[config.mk]
export PLATFORM = sky130hd
export DESIGN_NAME = toll_plaza_top
export DESIGN_NICKNAME = d
export VERILOG_FILES = /design/src/logic/toll_pkg.sv /design/src/logic/fastag_check.sv /design/src/logic/lane_allocator.sv /design/src/logic/toll_payment.sv /design/src/logic/toll_plaza_top.sv /design/src/logic/toll_regs.sv
export SDC_FILE = /design/constraint.sdc
export NUM_CORES = 1
export LEC_CHECK = 0
export BUFFER_PORTS_ARGS = -buffer_cell sky130_fd_sc_hd__buf_2
export CORE_UTILIZATION = 40
export DETAILED_ROUTE_END_ITERATION = 6
export GPL_TIMING_DRIVEN = 0
export PLACE_DENSITY = 0.64
export SYNTH_ARGS = -nofsm -noshare
export SYNTH_HDL_FRONTEND = slang
export SYNTH_HIERARCHICAL = 1
export SYNTH_SLANG_ARGS = --single-unit
export TNS_END_PERCENT = 30
[constraint.sdc]
create_clock -name clk -period 4.25 [get_ports clk]
set_clock_uncertainty 0.05 [all_clocks]
set_input_delay 0.425 -clock clk [delete_from_list [all_inputs] [get_ports clk]]
set_output_delay 0.425 -clock clk [all_outputs]
set_load 0.1 [all_outputs]
[src/logic/toll_pkg.sv]
/*
 * Shared widths, default tolls, register offsets and enums for the
 * toll plaza controller. Modules import it inside their bodies and use
 * scoped names in their port lists.
 */
package toll_pkg;

    localparam int NUM_LANES = 6;
    localparam int LANE_W    = 3;
    localparam int OCC_W     = 3;
    localparam int BAL_W     = 4;
    localparam int DIGIT_W   = 4;

    localparam logic [OCC_W-1:0] OCC_MAX   = 3'd7;
    localparam logic [BAL_W-1:0] LFSR_SEED = 4'b0001;

    localparam logic [BAL_W-1:0] TOLL_TRUCK_DEF = 4'd5;
    localparam logic [BAL_W-1:0] TOLL_CAR_DEF   = 4'd4;
    localparam logic [BAL_W-1:0] TOLL_BIKE_DEF  = 4'd2;

    // AXI4-Lite register map, byte offsets
    localparam int ADDR_W = 8;
    localparam int DATA_W = 32;
    localparam logic [ADDR_W-1:0] REG_TOLL_TRUCK = 8'h00;
    localparam logic [ADDR_W-1:0] REG_TOLL_CAR   = 8'h04;
    localparam logic [ADDR_W-1:0] REG_TOLL_BIKE  = 8'h08;
    localparam logic [ADDR_W-1:0] REG_OCC_BASE   = 8'h10;

    // Lane pair n serves type n, VH_NONE has no lanes
    typedef enum logic [1:0] {
        VH_TRUCK = 2'd0,
        VH_CAR   = 2'd1,
        VH_BIKE  = 2'd2,
        VH_NONE  = 2'd3
    } vehicle_e;

    typedef enum logic [1:0] {
        RES_ADMIT, RES_BAD_TAG, RES_LANE_FULL, RES_LOW_BALANCE
    } reject_e;

endpackage

[src/logic/fastag_check.sv]
/*
 * Luhn check of a four-digit BCD FASTag number. Purely combinational,
 * tag_ok is valid whenever the digits are.
 */
`timescale 1ns/10ps

module fastag_check (
    input  logic [toll_pkg::DIGIT_W-1:0] tag_a,
    input  logic [toll_pkg::DIGIT_W-1:0] tag_b,
    input  logic [toll_pkg::DIGIT_W-1:0] tag_c,
    input  logic [toll_pkg::DIGIT_W-1:0] tag_d,
    output logic                         tag_ok
);
    import toll_pkg::*;

    // Doubled digit folded back to a single digit, 2*9 -> 9
    function automatic logic [DIGIT_W:0] luhn_double(input logic [DIGIT_W-1:0] digit);
        logic [DIGIT_W:0] twice;
        twice = {digit, 1'b0};
        if (twice > 5'd9) begin
            twice = twice - 5'd9;
        end
        return twice;
    endfunction

    logic [6:0] digit_sum;
    logic       digits_bcd;

    assign digits_bcd = (tag_a <= 4'd9) && (tag_b <= 4'd9) &&
                        (tag_c <= 4'd9) && (tag_d <= 4'd9);

    // Second and fourth digits are the doubled ones
    assign digit_sum = 7'(tag_a) + 7'(luhn_double(tag_b)) +
                       7'(tag_c) + 7'(luhn_double(tag_d));

    assign tag_ok = digits_bcd && ((digit_sum % 7'd10) == 7'd0);

endmodule

[src/logic/lane_allocator.sv]
/*
 * Six lane occupancy counters. Picks the less occupied lane of the pair
 * for the arriving type, counts admissions up and departures down.
 */
`timescale 1ns/10ps

module lane_allocator (
    input  logic                                       clk,
    input  logic                                       reset,
    input  logic                                       arrive,
    input  toll_pkg::vehicle_e                         vh_type,
    input  logic                                       admit,
    input  logic                                       depart,
    input  logic [toll_pkg::LANE_W-1:0]                depart_lane,
    output logic [toll_pkg::LANE_W-1:0]                chosen_lane,
    output logic                                       lane_room,
    output logic [toll_pkg::NUM_LANES*toll_pkg::OCC_W-1:0] lane_occ
);
    import toll_pkg::*;

    logic [OCC_W-1:0]     occ [NUM_LANES];
    logic [OCC_W-1:0]     occ_lo;
    logic [OCC_W-1:0]     occ_hi;
    logic [NUM_LANES-1:0] inc_en;
    logic [NUM_LANES-1:0] dec_req;

    // Ties go to the even lane of the pair
    always_comb begin
        occ_lo      = '0;
        occ_hi      = '0;
        lane_room   = 1'b0;
        chosen_lane = {vh_type, 1'b0};
        if (vh_type != VH_NONE) begin
            occ_lo = occ[{vh_type, 1'b0}];
            occ_hi = occ[{vh_type, 1'b1}];
            if (occ_lo > occ_hi) begin
                chosen_lane = {vh_type, 1'b1};
            end
            lane_room = (occ_lo != OCC_MAX) || (occ_hi != OCC_MAX);
        end
    end

    always_comb begin
        for (int i = 0; i < NUM_LANES; i++) begin
            inc_en[i]  = arrive && admit && (chosen_lane == LANE_W'(i));
            dec_req[i] = depart && (depart_lane == LANE_W'(i));
            lane_occ[i*OCC_W +: OCC_W] = occ[i];
        end
    end

    // Arrival and departure on one lane cancel out
    always_ff @(posedge clk or posedge reset) begin
        if (reset) begin
            for (int i = 0; i < NUM_LANES; i++) begin
                occ[i] <= '0;
            end
        end else begin
            for (int i = 0; i < NUM_LANES; i++) begin
                case ({inc_en[i], dec_req[i]})
                    2'b10: occ[i] <= occ[i] + 1'b1;
                    2'b01: begin
                        if (occ[i] != '0) begin
                            occ[i] <= occ[i] - 1'b1;
                        end
                    end
                    default: occ[i] <= occ[i];
                endcase
            end
        end
    end

endmodule

[src/logic/toll_payment.sv]
/*
 * Balance LFSR, toll lookup and admission decision. The result of an
 * arrival is registered at the edge that samples it, one cycle latency.
 */
`timescale 1ns/10ps

module toll_payment (
    input  logic                        clk,
    input  logic                        reset,
    input  logic                        arrive,
    input  toll_pkg::vehicle_e          vh_type,
    input  logic                        tag_ok,
    input  logic                        lane_room,
    input  logic [toll_pkg::LANE_W-1:0] chosen_lane,
    input  logic [toll_pkg::BAL_W-1:0]  toll_truck,
    input  logic [toll_pkg::BAL_W-1:0]  toll_car,
    input  logic [toll_pkg::BAL_W-1:0]  toll_bike,
    output logic                        admit,
    output logic                        result_valid,
    output toll_pkg::reject_e           result_code,
    output logic [toll_pkg::LANE_W-1:0] result_lane,
    output logic [toll_pkg::BAL_W-1:0]  result_balance
);
    import toll_pkg::*;

    logic [BAL_W-1:0] lfsr;
    logic [BAL_W-1:0] toll;
    reject_e          code;

    always_comb begin
        case (vh_type)
            VH_TRUCK: toll = toll_truck;
            VH_CAR:   toll = toll_car;
            VH_BIKE:  toll = toll_bike;
            default:  toll = '0;
        endcase
    end

    // First failing check wins
    always_comb begin
        if (!tag_ok) begin
            code = RES_BAD_TAG;
        end else if (!lane_room) begin
            code = RES_LANE_FULL;
        end else if (lfsr < toll) begin
            code = RES_LOW_BALANCE;
        end else begin
            code = RES_ADMIT;
        end
    end

    assign admit = arrive && (code == RES_ADMIT);

    // x^4 + x^3 + 1, steps once per arrival
    always_ff @(posedge clk or posedge reset) begin
        if (reset) begin
            lfsr         <= LFSR_SEED;
            result_valid <= 1'b0;
        end else begin
            result_valid <= arrive;
            if (arrive) begin
                lfsr <= {lfsr[2:0], lfsr[3] ^ lfsr[2]};
            end
        end
    end

    always_ff @(posedge clk) begin
        if (arrive) begin
            result_code    <= code;
            result_lane    <= chosen_lane;
            result_balance <= lfsr;
        end
    end

endmodule

[src/logic/toll_plaza_top.sv]
/*
 * Toll plaza controller top level. Connects tag check, lane allocation,
 * payment and the AXI4-Lite register block.
 */
`timescale 1ns/10ps

module toll_plaza_top (
    input  logic                          clk,
    input  logic                          reset,
    input  logic                          arrive,
    input  toll_pkg::vehicle_e            vh_type,
    input  logic [toll_pkg::DIGIT_W-1:0]  tag_a,
    input  logic [toll_pkg::DIGIT_W-1:0]  tag_b,
    input  logic [toll_pkg::DIGIT_W-1:0]  tag_c,
    input  logic [toll_pkg::DIGIT_W-1:0]  tag_d,
    input  logic                          depart,
    input  logic [toll_pkg::LANE_W-1:0]   depart_lane,
    output logic                          result_valid,
    output toll_pkg::reject_e             result_code,
    output logic [toll_pkg::LANE_W-1:0]   result_lane,
    output logic [toll_pkg::BAL_W-1:0]    result_balance,
    input  logic [toll_pkg::ADDR_W-1:0]   s_axi_awaddr,
    input  logic                          s_axi_awvalid,
    output logic                          s_axi_awready,
    input  logic [toll_pkg::DATA_W-1:0]   s_axi_wdata,
    input  logic [toll_pkg::DATA_W/8-1:0] s_axi_wstrb,
    input  logic                          s_axi_wvalid,
    output logic                          s_axi_wready,
    output logic [1:0]                    s_axi_bresp,
    output logic                          s_axi_bvalid,
    input  logic                          s_axi_bready,
    input  logic [toll_pkg::ADDR_W-1:0]   s_axi_araddr,
    input  logic                          s_axi_arvalid,
    output logic                          s_axi_arready,
    output logic [toll_pkg::DATA_W-1:0]   s_axi_rdata,
    output logic [1:0]                    s_axi_rresp,
    output logic                          s_axi_rvalid,
    input  logic                          s_axi_rready
);
    import toll_pkg::*;

    logic                         tag_ok;
    logic                         lane_room;
    logic                         admit;
    logic [LANE_W-1:0]            chosen_lane;
    logic [BAL_W-1:0]             toll_truck;
    logic [BAL_W-1:0]             toll_car;
    logic [BAL_W-1:0]             toll_bike;
    logic [NUM_LANES*OCC_W-1:0]   lane_occ;

    fastag_check u_fastag (
        .tag_a (tag_a), .tag_b (tag_b), .tag_c (tag_c), .tag_d (tag_d),
        .tag_ok(tag_ok)
    );

    lane_allocator u_lanes (
        .clk(clk), .reset(reset), .arrive(arrive), .vh_type(vh_type), .admit(admit),
        .depart(depart), .depart_lane(depart_lane), .chosen_lane(chosen_lane),
        .lane_room(lane_room), .lane_occ(lane_occ)
    );

    toll_payment u_payment (
        .clk(clk), .reset(reset), .arrive(arrive), .vh_type(vh_type), .tag_ok(tag_ok),
        .lane_room(lane_room), .chosen_lane(chosen_lane), .toll_truck(toll_truck),
        .toll_car(toll_car), .toll_bike(toll_bike), .admit(admit),
        .result_valid(result_valid), .result_code(result_code),
        .result_lane(result_lane), .result_balance(result_balance)
    );

    toll_regs u_regs (
        .clk(clk), .reset(reset),
        .s_axi_awaddr(s_axi_awaddr), .s_axi_awvalid(s_axi_awvalid),
        .s_axi_awready(s_axi_awready), .s_axi_wdata(s_axi_wdata),
        .s_axi_wstrb(s_axi_wstrb), .s_axi_wvalid(s_axi_wvalid),
        .s_axi_wready(s_axi_wready), .s_axi_bresp(s_axi_bresp),
        .s_axi_bvalid(s_axi_bvalid), .s_axi_bready(s_axi_bready),
        .s_axi_araddr(s_axi_araddr), .s_axi_arvalid(s_axi_arvalid),
        .s_axi_arready(s_axi_arready), .s_axi_rdata(s_axi_rdata),
        .s_axi_rresp(s_axi_rresp), .s_axi_rvalid(s_axi_rvalid),
        .s_axi_rready(s_axi_rready), .lane_occ(lane_occ),
        .toll_truck(toll_truck), .toll_car(toll_car), .toll_bike(toll_bike)
    );

endmodule

[src/logic/toll_regs.sv]
/*
 * AXI4-Lite slave for the toll rates and lane occupancies.
 * Toll registers are read/write, occupancy registers are read only.
 * Responses are always OKAY, unmapped reads return 0.
 */
`timescale 1ns/10ps

module toll_regs (
    input  logic                                           clk,
    input  logic                                           reset,
    input  logic [toll_pkg::ADDR_W-1:0]                    s_axi_awaddr,
    input  logic                                           s_axi_awvalid,
    output logic                                           s_axi_awready,
    input  logic [toll_pkg::DATA_W-1:0]                    s_axi_wdata,
    input  logic [toll_pkg::DATA_W/8-1:0]                  s_axi_wstrb,
    input  logic                                           s_axi_wvalid,
    output logic                                           s_axi_wready,
    output logic [1:0]                                     s_axi_bresp,
    output logic                                           s_axi_bvalid,
    input  logic                                           s_axi_bready,
    input  logic [toll_pkg::ADDR_W-1:0]                    s_axi_araddr,
    input  logic                                           s_axi_arvalid,
    output logic                                           s_axi_arready,
    output logic [toll_pkg::DATA_W-1:0]                    s_axi_rdata,
    output logic [1:0]                                     s_axi_rresp,
    output logic                                           s_axi_rvalid,
    input  logic                                           s_axi_rready,
    input  logic [toll_pkg::NUM_LANES*toll_pkg::OCC_W-1:0] lane_occ,
    output logic [toll_pkg::BAL_W-1:0]                     toll_truck,
    output logic [toll_pkg::BAL_W-1:0]                     toll_car,
    output logic [toll_pkg::BAL_W-1:0]                     toll_bike
);
    import toll_pkg::*;

    logic              wr_ready;
    logic              wr_fire;
    logic              rd_fire;
    logic [DATA_W-1:0] rd_word;

    // Address and data are taken together in one beat
    assign s_axi_awready = wr_ready;
    assign s_axi_wready  = wr_ready;
    assign wr_fire       = wr_ready && s_axi_awvalid && s_axi_wvalid;
    assign s_axi_bresp   = 2'b00;

    always_ff @(posedge clk or posedge reset) begin
        if (reset) begin
            wr_ready     <= 1'b0;
            s_axi_bvalid <= 1'b0;
        end else begin
            wr_ready <= !wr_ready && s_axi_awvalid && s_axi_wvalid && !s_axi_bvalid;
            if (wr_fire) begin
                s_axi_bvalid <= 1'b1;
            end else if (s_axi_bready) begin
                s_axi_bvalid <= 1'b0;
            end
        end
    end

    // Only the low nibble is kept, occupancy offsets ignore writes
    always_ff @(posedge clk or posedge reset) begin
        if (reset) begin
            toll_truck <= TOLL_TRUCK_DEF;
            toll_car   <= TOLL_CAR_DEF;
            toll_bike  <= TOLL_BIKE_DEF;
        end else if (wr_fire && s_axi_wstrb[0]) begin
            case (s_axi_awaddr)
                REG_TOLL_TRUCK: toll_truck <= s_axi_wdata[BAL_W-1:0];
                REG_TOLL_CAR:   toll_car   <= s_axi_wdata[BAL_W-1:0];
                REG_TOLL_BIKE:  toll_bike  <= s_axi_wdata[BAL_W-1:0];
                default: ;
            endcase
        end
    end

    // Read channel
    assign s_axi_arready = !s_axi_rvalid;
    assign rd_fire       = s_axi_arvalid && s_axi_arready;
    assign s_axi_rresp   = 2'b00;

    always_comb begin
        rd_word = '0;
        case (s_axi_araddr)
            REG_TOLL_TRUCK: rd_word = DATA_W'(toll_truck);
            REG_TOLL_CAR:   rd_word = DATA_W'(toll_car);
            REG_TOLL_BIKE:  rd_word = DATA_W'(toll_bike);
            default: begin
                for (int i = 0; i < NUM_LANES; i++) begin
                    if (s_axi_araddr == ADDR_W'(REG_OCC_BASE + 4 * i)) begin
                        rd_word = DATA_W'(lane_occ[i*OCC_W +: OCC_W]);
                    end
                end
            end
        endcase
    end

    always_ff @(posedge clk or posedge reset) begin
        if (reset) begin
            s_axi_rvalid <= 1'b0;
        end else if (rd_fire) begin
            s_axi_rvalid <= 1'b1;
        end else if (s_axi_rready) begin
            s_axi_rvalid <= 1'b0;
        end
    end

    always_ff @(posedge clk) begin
        if (rd_fire) begin
            s_axi_rdata <= rd_word;
        end
    end

endmodule

# == Word-level counts from Yosys, hierarchy flattened ==
# Index checks and enable logic that the tools add are counted.
# classes
magnitude_cmp,10
div_mod_pow,1
muxes,38
add_sub_neg,17
n_bitwise,3
n_eq_ne,43
n_reduce_logical,59
# op_table
operator,n
32-bit case mux with 3 select lines,1
3-bit 2-to-1 mux,16
3-bit case mux with 2 select lines,6
"8-bit by 5-bit equality test with 1-bit output, second input constant",4
1-bit logical AND,25
"3-bit by 1-bit adder with 3-bit output, second input constant",6
3-bit binary-select mux with 3-bit select,2
2-bit AND reduction,9
3-bit nonzero test,6
"3-bit by 1-bit subtractor with 3-bit output, second input constant",6
"8-bit by 3-bit equality test with 1-bit output, second input constant",2
"8-bit by 4-bit equality test with 1-bit output, second input constant",2
"8-bit by 6-bit equality test with 1-bit output, second input constant",2
"4-bit <= comparator, second input constant",4
8-bit logical NOT,2
2-bit nonzero test,8
"2-bit by 1-bit equality test with 1-bit output, second input constant",7
"2-bit equality test, second input constant",7
"3-bit by 2-bit equality test with 1-bit output, second input constant",4
"3-bit equality test, second input constant",4
"2-bit by 1-bit != test with 1-bit output, second input constant",6
4-bit case mux with 3 select lines,1
"5-bit by 4-bit greater-than comparator with 1-bit output, second input constant",2
5-bit 2-to-1 mux,2
other kinds (20),37
# totals
reg_bits,79
out_inout_bits,51
elab_cells,189
input_bits,82

# == Logic depth before layout (Yosys ltp) ==
# logic_depth
depth_word,16
mapped_depth,27
ltp_nobuf,26

# == By module ==
# Netlist, hierarchy kept.
# modules_own_cells
mod,seq_area_each_um2,instances,cells_per_inst,area_per_inst_um2
lane_allocator,450.4,1,212,1785.5
toll_regs,500.5,1,136,1367.6
fastag_check,0.0,1,103,837.1
toll_payment,396.6,1,48,675.6

# == Least setup slack after synthesis ==
# No wires, ideal clock.
# synth_path
path_kind,input to register
start,input tag_b[0] in the netlist's numbering
end,register u_lanes.occ (netlist bit u_lanes/lane_occ[4])
t_required_ns,4.117
setup_time_ns,0.083
slack_ns,-1.995
arrival_ns,6.112
path_stages,24
path_buffers,1
path_cell_list,inv_1 > ha_1 > inv_1 > a21oi_1 > mux2_2 > fa_1 > fa_1 > inv_1 > ha_1 > nand3_2 > and3_4 > buf_6 > or4_4 > o2111ai_1 > a21oi_1 > nor4bb_2 > o2111ai_1 > a21oi_1 > nand4bb_1 > or2_2 > o21ai_2 > fa_1 > a21o_1 > o21ai_0
# synth_via
elab_chain_cells,16
elab_cells_between_ends,24
cone_classes,add/sub: 4; div: 1; order compare: 2; eq/ne: 3; mux: 3; reduce/logical: 11
# synth_lines
element,line_no,source
from (decl),toll_plaza_top.sv:13,"input logic [toll_pkg::DIGIT_W-1:0] tag_b,"
5-bit by 4-bit subtractor with 5-bit output / 5-bit by 4-bit greater-than comparator with 1-bit output (equally long branches),"fastag_check.sv:21, fastag_check.sv:20",
5-bit 2-to-1 mux,fastag_check.sv:20,if (twice > 5'd9) begin
4-bit by 5-bit adder with 6-bit output,fastag_check.sv:33,assign digit_sum = 7'(tag_a) + 7'(luhn_double(tag_b)) +
7-bit by 4-bit adder with 7-bit output,fastag_check.sv:33,
7-bit by 5-bit adder with 7-bit output,fastag_check.sv:34,7'(tag_c) + 7'(luhn_double(tag_d));
7-bit by 4-bit modulo with 7-bit output,fastag_check.sv:36,assign tag_ok = digits_bcd && ((digit_sum % 7'd10) == 7'd0);
7-bit logical NOT,fastag_check.sv:36,
1-bit logical AND (*),fastag_check.sv:36,
net tag_ok,toll_plaza_top.sv:42,logic tag_ok;
2-bit 2-to-1 mux (*),toll_payment.sv:41,if (!tag_ok) begin
2-bit logical NOT (*),toll_payment.sv:52,assign admit = arrive && (code == RES_ADMIT);
1-bit logical AND (*),toll_payment.sv:52,
net admit,toll_plaza_top.sv:44,logic admit;
1-bit logical AND (*) (2 in a row),lane_allocator.sv:45,inc_en[i] = arrive && admit && (chosen_lane == LANE_W'(i));
2-bit by 1-bit equality test with 1-bit output / 2-bit equality test (equally long branches),lane_allocator.sv:59,"case ({inc_en[i], dec_req[i]})"
2-bit by 1-bit != test with 1-bit output (no source line) / 2-bit nonzero test (equally long branches),--,
2-bit AND reduction (no source line),--,
"to (signal, indexed assignment)",lane_allocator.sv:60,2'b10: occ[i] <= occ[i] + 1'b1;
"to (signal, indexed assignment)",lane_allocator.sv:63,occ[i] <= occ[i] - 1'b1;
"to (signal, indexed assignment)",lane_allocator.sv:66,default: occ[i] <= occ[i];
to (decl),lane_allocator.sv:21,logic [OCC_W-1:0] occ [NUM_LANES];
# Mark *: on every way through the listed nets, which the timed path passes. The rest lies on a longest branch.
# A chain may end at the register's enable or synchronous reset.

# == Worst setup path after layout ==
# Same ends and word-level chain as after synthesis.

==> flow_summary.toml <==
[layout]
layout-drive-gt1-share = 0.359
utilization = 0.530
ff_latch_area_mm2 = 0.00135
antenna_cells = 0
postLayoutCellArea_mm2 = 0.00602
syn2layout_area_growth_pct = 29.0
nNetsFinal = 747
layout_commonest_cell = "buf_2"
fillers = 1045
multi_input_area_mm2 = 0.00322
layout_common_cells = "buf_2 (69), buf_4 (56), inv_1 (34), dfrtp_1 (33), conb_1 (32)"

[sta]
worst_pin_slew_ns = 0.882
finalHoldViolCount = 0
finalCriticalPeriod_ns = 5.74
max_freq_mhz = 174
final.setup.worst_slack_ns = -1.49
rsz0062_at_grt = "yes"
min_period_over_period = 1.35
slew_viol_final = 0
relSlewSlack = 0.412
setup_viol = 20
tns_ns = -23.12

[clock_network]
cts_num_sinks = 51
clk_pin_slew_ns = 0.07
h-tree-depth = 2
cts_tree = "done"
cts_buffer_depth = 2
numCtsBuffers = 5
insertion_delay_ns = 0.30
cts-root-buf = "clkbuf_16"

[logic_synthesis]
yosys_warnings = 6
syn_area_mm2 = 0.00467
async_flop_share = 0.745
syn_avg_cell_area_um2 = 9.35
yosys_register_bits = 51
synth.distinct_cells = 78
synth_edf_count = 13
dominantRegCellSynth = "dfrtp_1"
syn_inst = 499
yosysSeqAreaShare = 0.289

[power]
ir_drop_uv = 305
power_density_mw_per_mm2 = 490
p_leak_nw = 2.67

[floorplanning]
dieArea_mm2 = 0.0121
start_util = 0.410
core_region_area_mm2 = 0.0114
die_x_um = 110
rows = 39
fp.dieH_um = 110
ioPinCount = 133

[setup_path]
end_kind = "register"
crit_path_frequent_cell = "fa_2"
crit_arrival_ns = 5.92
worst_path_max_delay_cell = "fa_1"
crit_required_ns = 4.43
slowest_delay_ns = 0.50
worstPathMaxFanout = 4
critPathKind = "in2reg"
start_kind = "primary input"
cp_cell_sequence = "buf_8 -> inv_6 -> ha_4 -> inv_4 -> a21oi_4 -> mux2_4 -> fa_1 -> fa_2 -> buf_6 -> fa_2 -> xor2_2 -> or4_4 -> a22o_1 -> nand3_1 -> nor4bb_4 -> o2111ai_2 -> a21oi_2 -> buf_4 -> nand4bb_4 -> or2_4 -> o21ai_4 -> fa_2 -> a21o_1 -> o21ai_2"

[drt]
vias = 4114
drt_first_pass_iters = 4
postRouteAntennaNets = 0
vias_per_cell = 5.30
drtIter0Drc = 243
routed_wl_um = 11700
wl_per_cell_um = 15.1
drc = 0

[grt]
antenna_found_initial = 0
grt_max_degree = 20
grtUsageTotal = 0.199
grt_pass1_wl_um = 18800
grt_overflow = 0
grt_pass1_vias = 4018

[placed_design]
placed_area_mm2 = 0.00540
dpl.hpwl_um = 8570
gp_congestion = 0.825
io_buffer_count = 68

[outcome]
violations = "setup timing"
status = "complete, but fails checks"

[run]
drv_cap = 0

[hold_path]
hold_class = "in2reg"
state kept, by name, indices dropped and copies added (netlist names):
signal / flops
u_lanes/lane_occ: 18
u_payment/lfsr: 4
u_payment/result_balance: 4
u_payment/result_code: 2
u_payment/result_lane: 3
u_payment/result_valid: 1
u_regs/s_axi_awready: 1
u_regs/s_axi_bvalid: 1
u_regs/s_axi_rdata: 4
u_regs/s_axi_rvalid: 1
u_regs/toll_bike: 4
u_regs/toll_car: 4
u_regs/toll_truck: 4
power by group:
part / switching [mW] / total (mW) / leakage [nW] / internal, mW
clock network: 0.194 / 0.449 / 0.0820 / 0.255
logic: 1.05 / 1.69 / 1.99 / 0.636
registers: 0.182 / 0.816 / 0.593 / 0.634
total: 1.42 / 2.95 / 2.67 / 1.53
cells by family after synthesis:
group,Yosys count,share of synthesized area
other,1,0.000804
adder cells (fa/ha/maj),33,0.113
AO/OA/AOI/OAI,138,0.200
AND/OR/NAND/NOR,142,0.183
flip-flops,51,0.289
XOR/XNOR,9,0.0169
multiplexers,41,0.0925
buffers and inverters,84,0.105
final timing paths:
path	startpoint	to	slack, ns	cells after the start
hold / removal	s_axi_rready	u_regs/s_axi_rvalid	0.26	2
setup reg to reg	u_lanes/lane_occ[4]	u_lanes/lane_occ[4]	0.69	14
setup / recovery	tag_b[0]	u_lanes/lane_occ[4]	-1.49	24
min in group asynchronous	reset	u_payment/lfsr[3]	0.55	3
max in group asynchronous	reset	u_lanes/lane_occ[11]	2.76	3
hold reg to reg	u_regs/s_axi_bvalid	u_regs/s_axi_awready	0.42	1
through the flow:
| stage | total power, mW | hold WS [ns] | cells | worst slack, ns |
|---|---|---|---|---|
| final | 2.95 | 0.259 | 776 | -1.49 |
| after global routing | 3.16 | 0.256 | 776 | -1.76 |
| after CTS | 2.87 | 0.252 | 768 | -1.44 |
| after detailed placement | 2.32 | 0.314 | 741 | -2.25 |
| after global placement | 2.27 | 0.314 | 741 | -2.16 |
| after floorplan | 2.01 | 0.153 | 530 | -1.56 |
synthesized netlist by cell type (12+ instances only):
| cell type | count | share of area |
|---|---|---|
| a21oi_1 | 32 | 0.034 |
| buf_4 | 36 | 0.058 |
| dfrtp_1 | 33 | 0.18 |
| edfxtp_1 | 13 | 0.084 |
| fa_1 | 15 | 0.064 |
| ha_1 | 18 | 0.048 |
| inv_1 | 39 | 0.031 |
| mux2_1 | 12 | 0.029 |
| mux2i_1 | 24 | 0.051 |
| nand2_1 | 29 | 0.023 |
| nor2_1 | 28 | 0.023 |
| nor3_1 | 15 | 0.016 |
| o21ai_0 | 31 | 0.033 |
worst max-delay path, delay by kind of cell:
family                   cells  cell delay [ns]
AO/OA/AOI/OAI                7             1.28
XOR/XNOR                     1             0.18
adder cells (fa/ha/maj)      5             2.02
buffers and inverters        5             0.49
multiplexers                 1             0.32
AND/OR/NAND/NOR              5             1.21
metal layers:
layer | track usage | up-vias | wire length, µm
met5 | 0 | - | 0
met4 | 0.0381 | 0 | 89
met3 | 0.0341 | 7 | 532
li1 | - | 2013 | -
met2 | 0.354 | 87 | 6040
met1 | 0.253 | 2007 | 5020
layout make-up:
cell class,count,area share
plain buffers,43,0.0536
clock buffers,6,0.0249
clock inverters,2,0.00229
inverters,39,0.0283
multi-input cells,395,0.535
flip-flops and latches,51,0.224
well taps,143,0.0297
repair buffers,97,0.102
repair_timing:
| action | 4_1_cts | 5_1_grt |
|---|---|---|
| setup buffers | 20 | 9 |
| pin swaps | 34 | 24 |
| endpoints found under the hold margin | 4 | 0 |
| gates resized for setup | 50 | 17 |
| hold buffers | 1 | 0 |
| endpoints found under the setup margin | 20 | 20 |
Note: power is estimated with default switching activity, not from simulation.
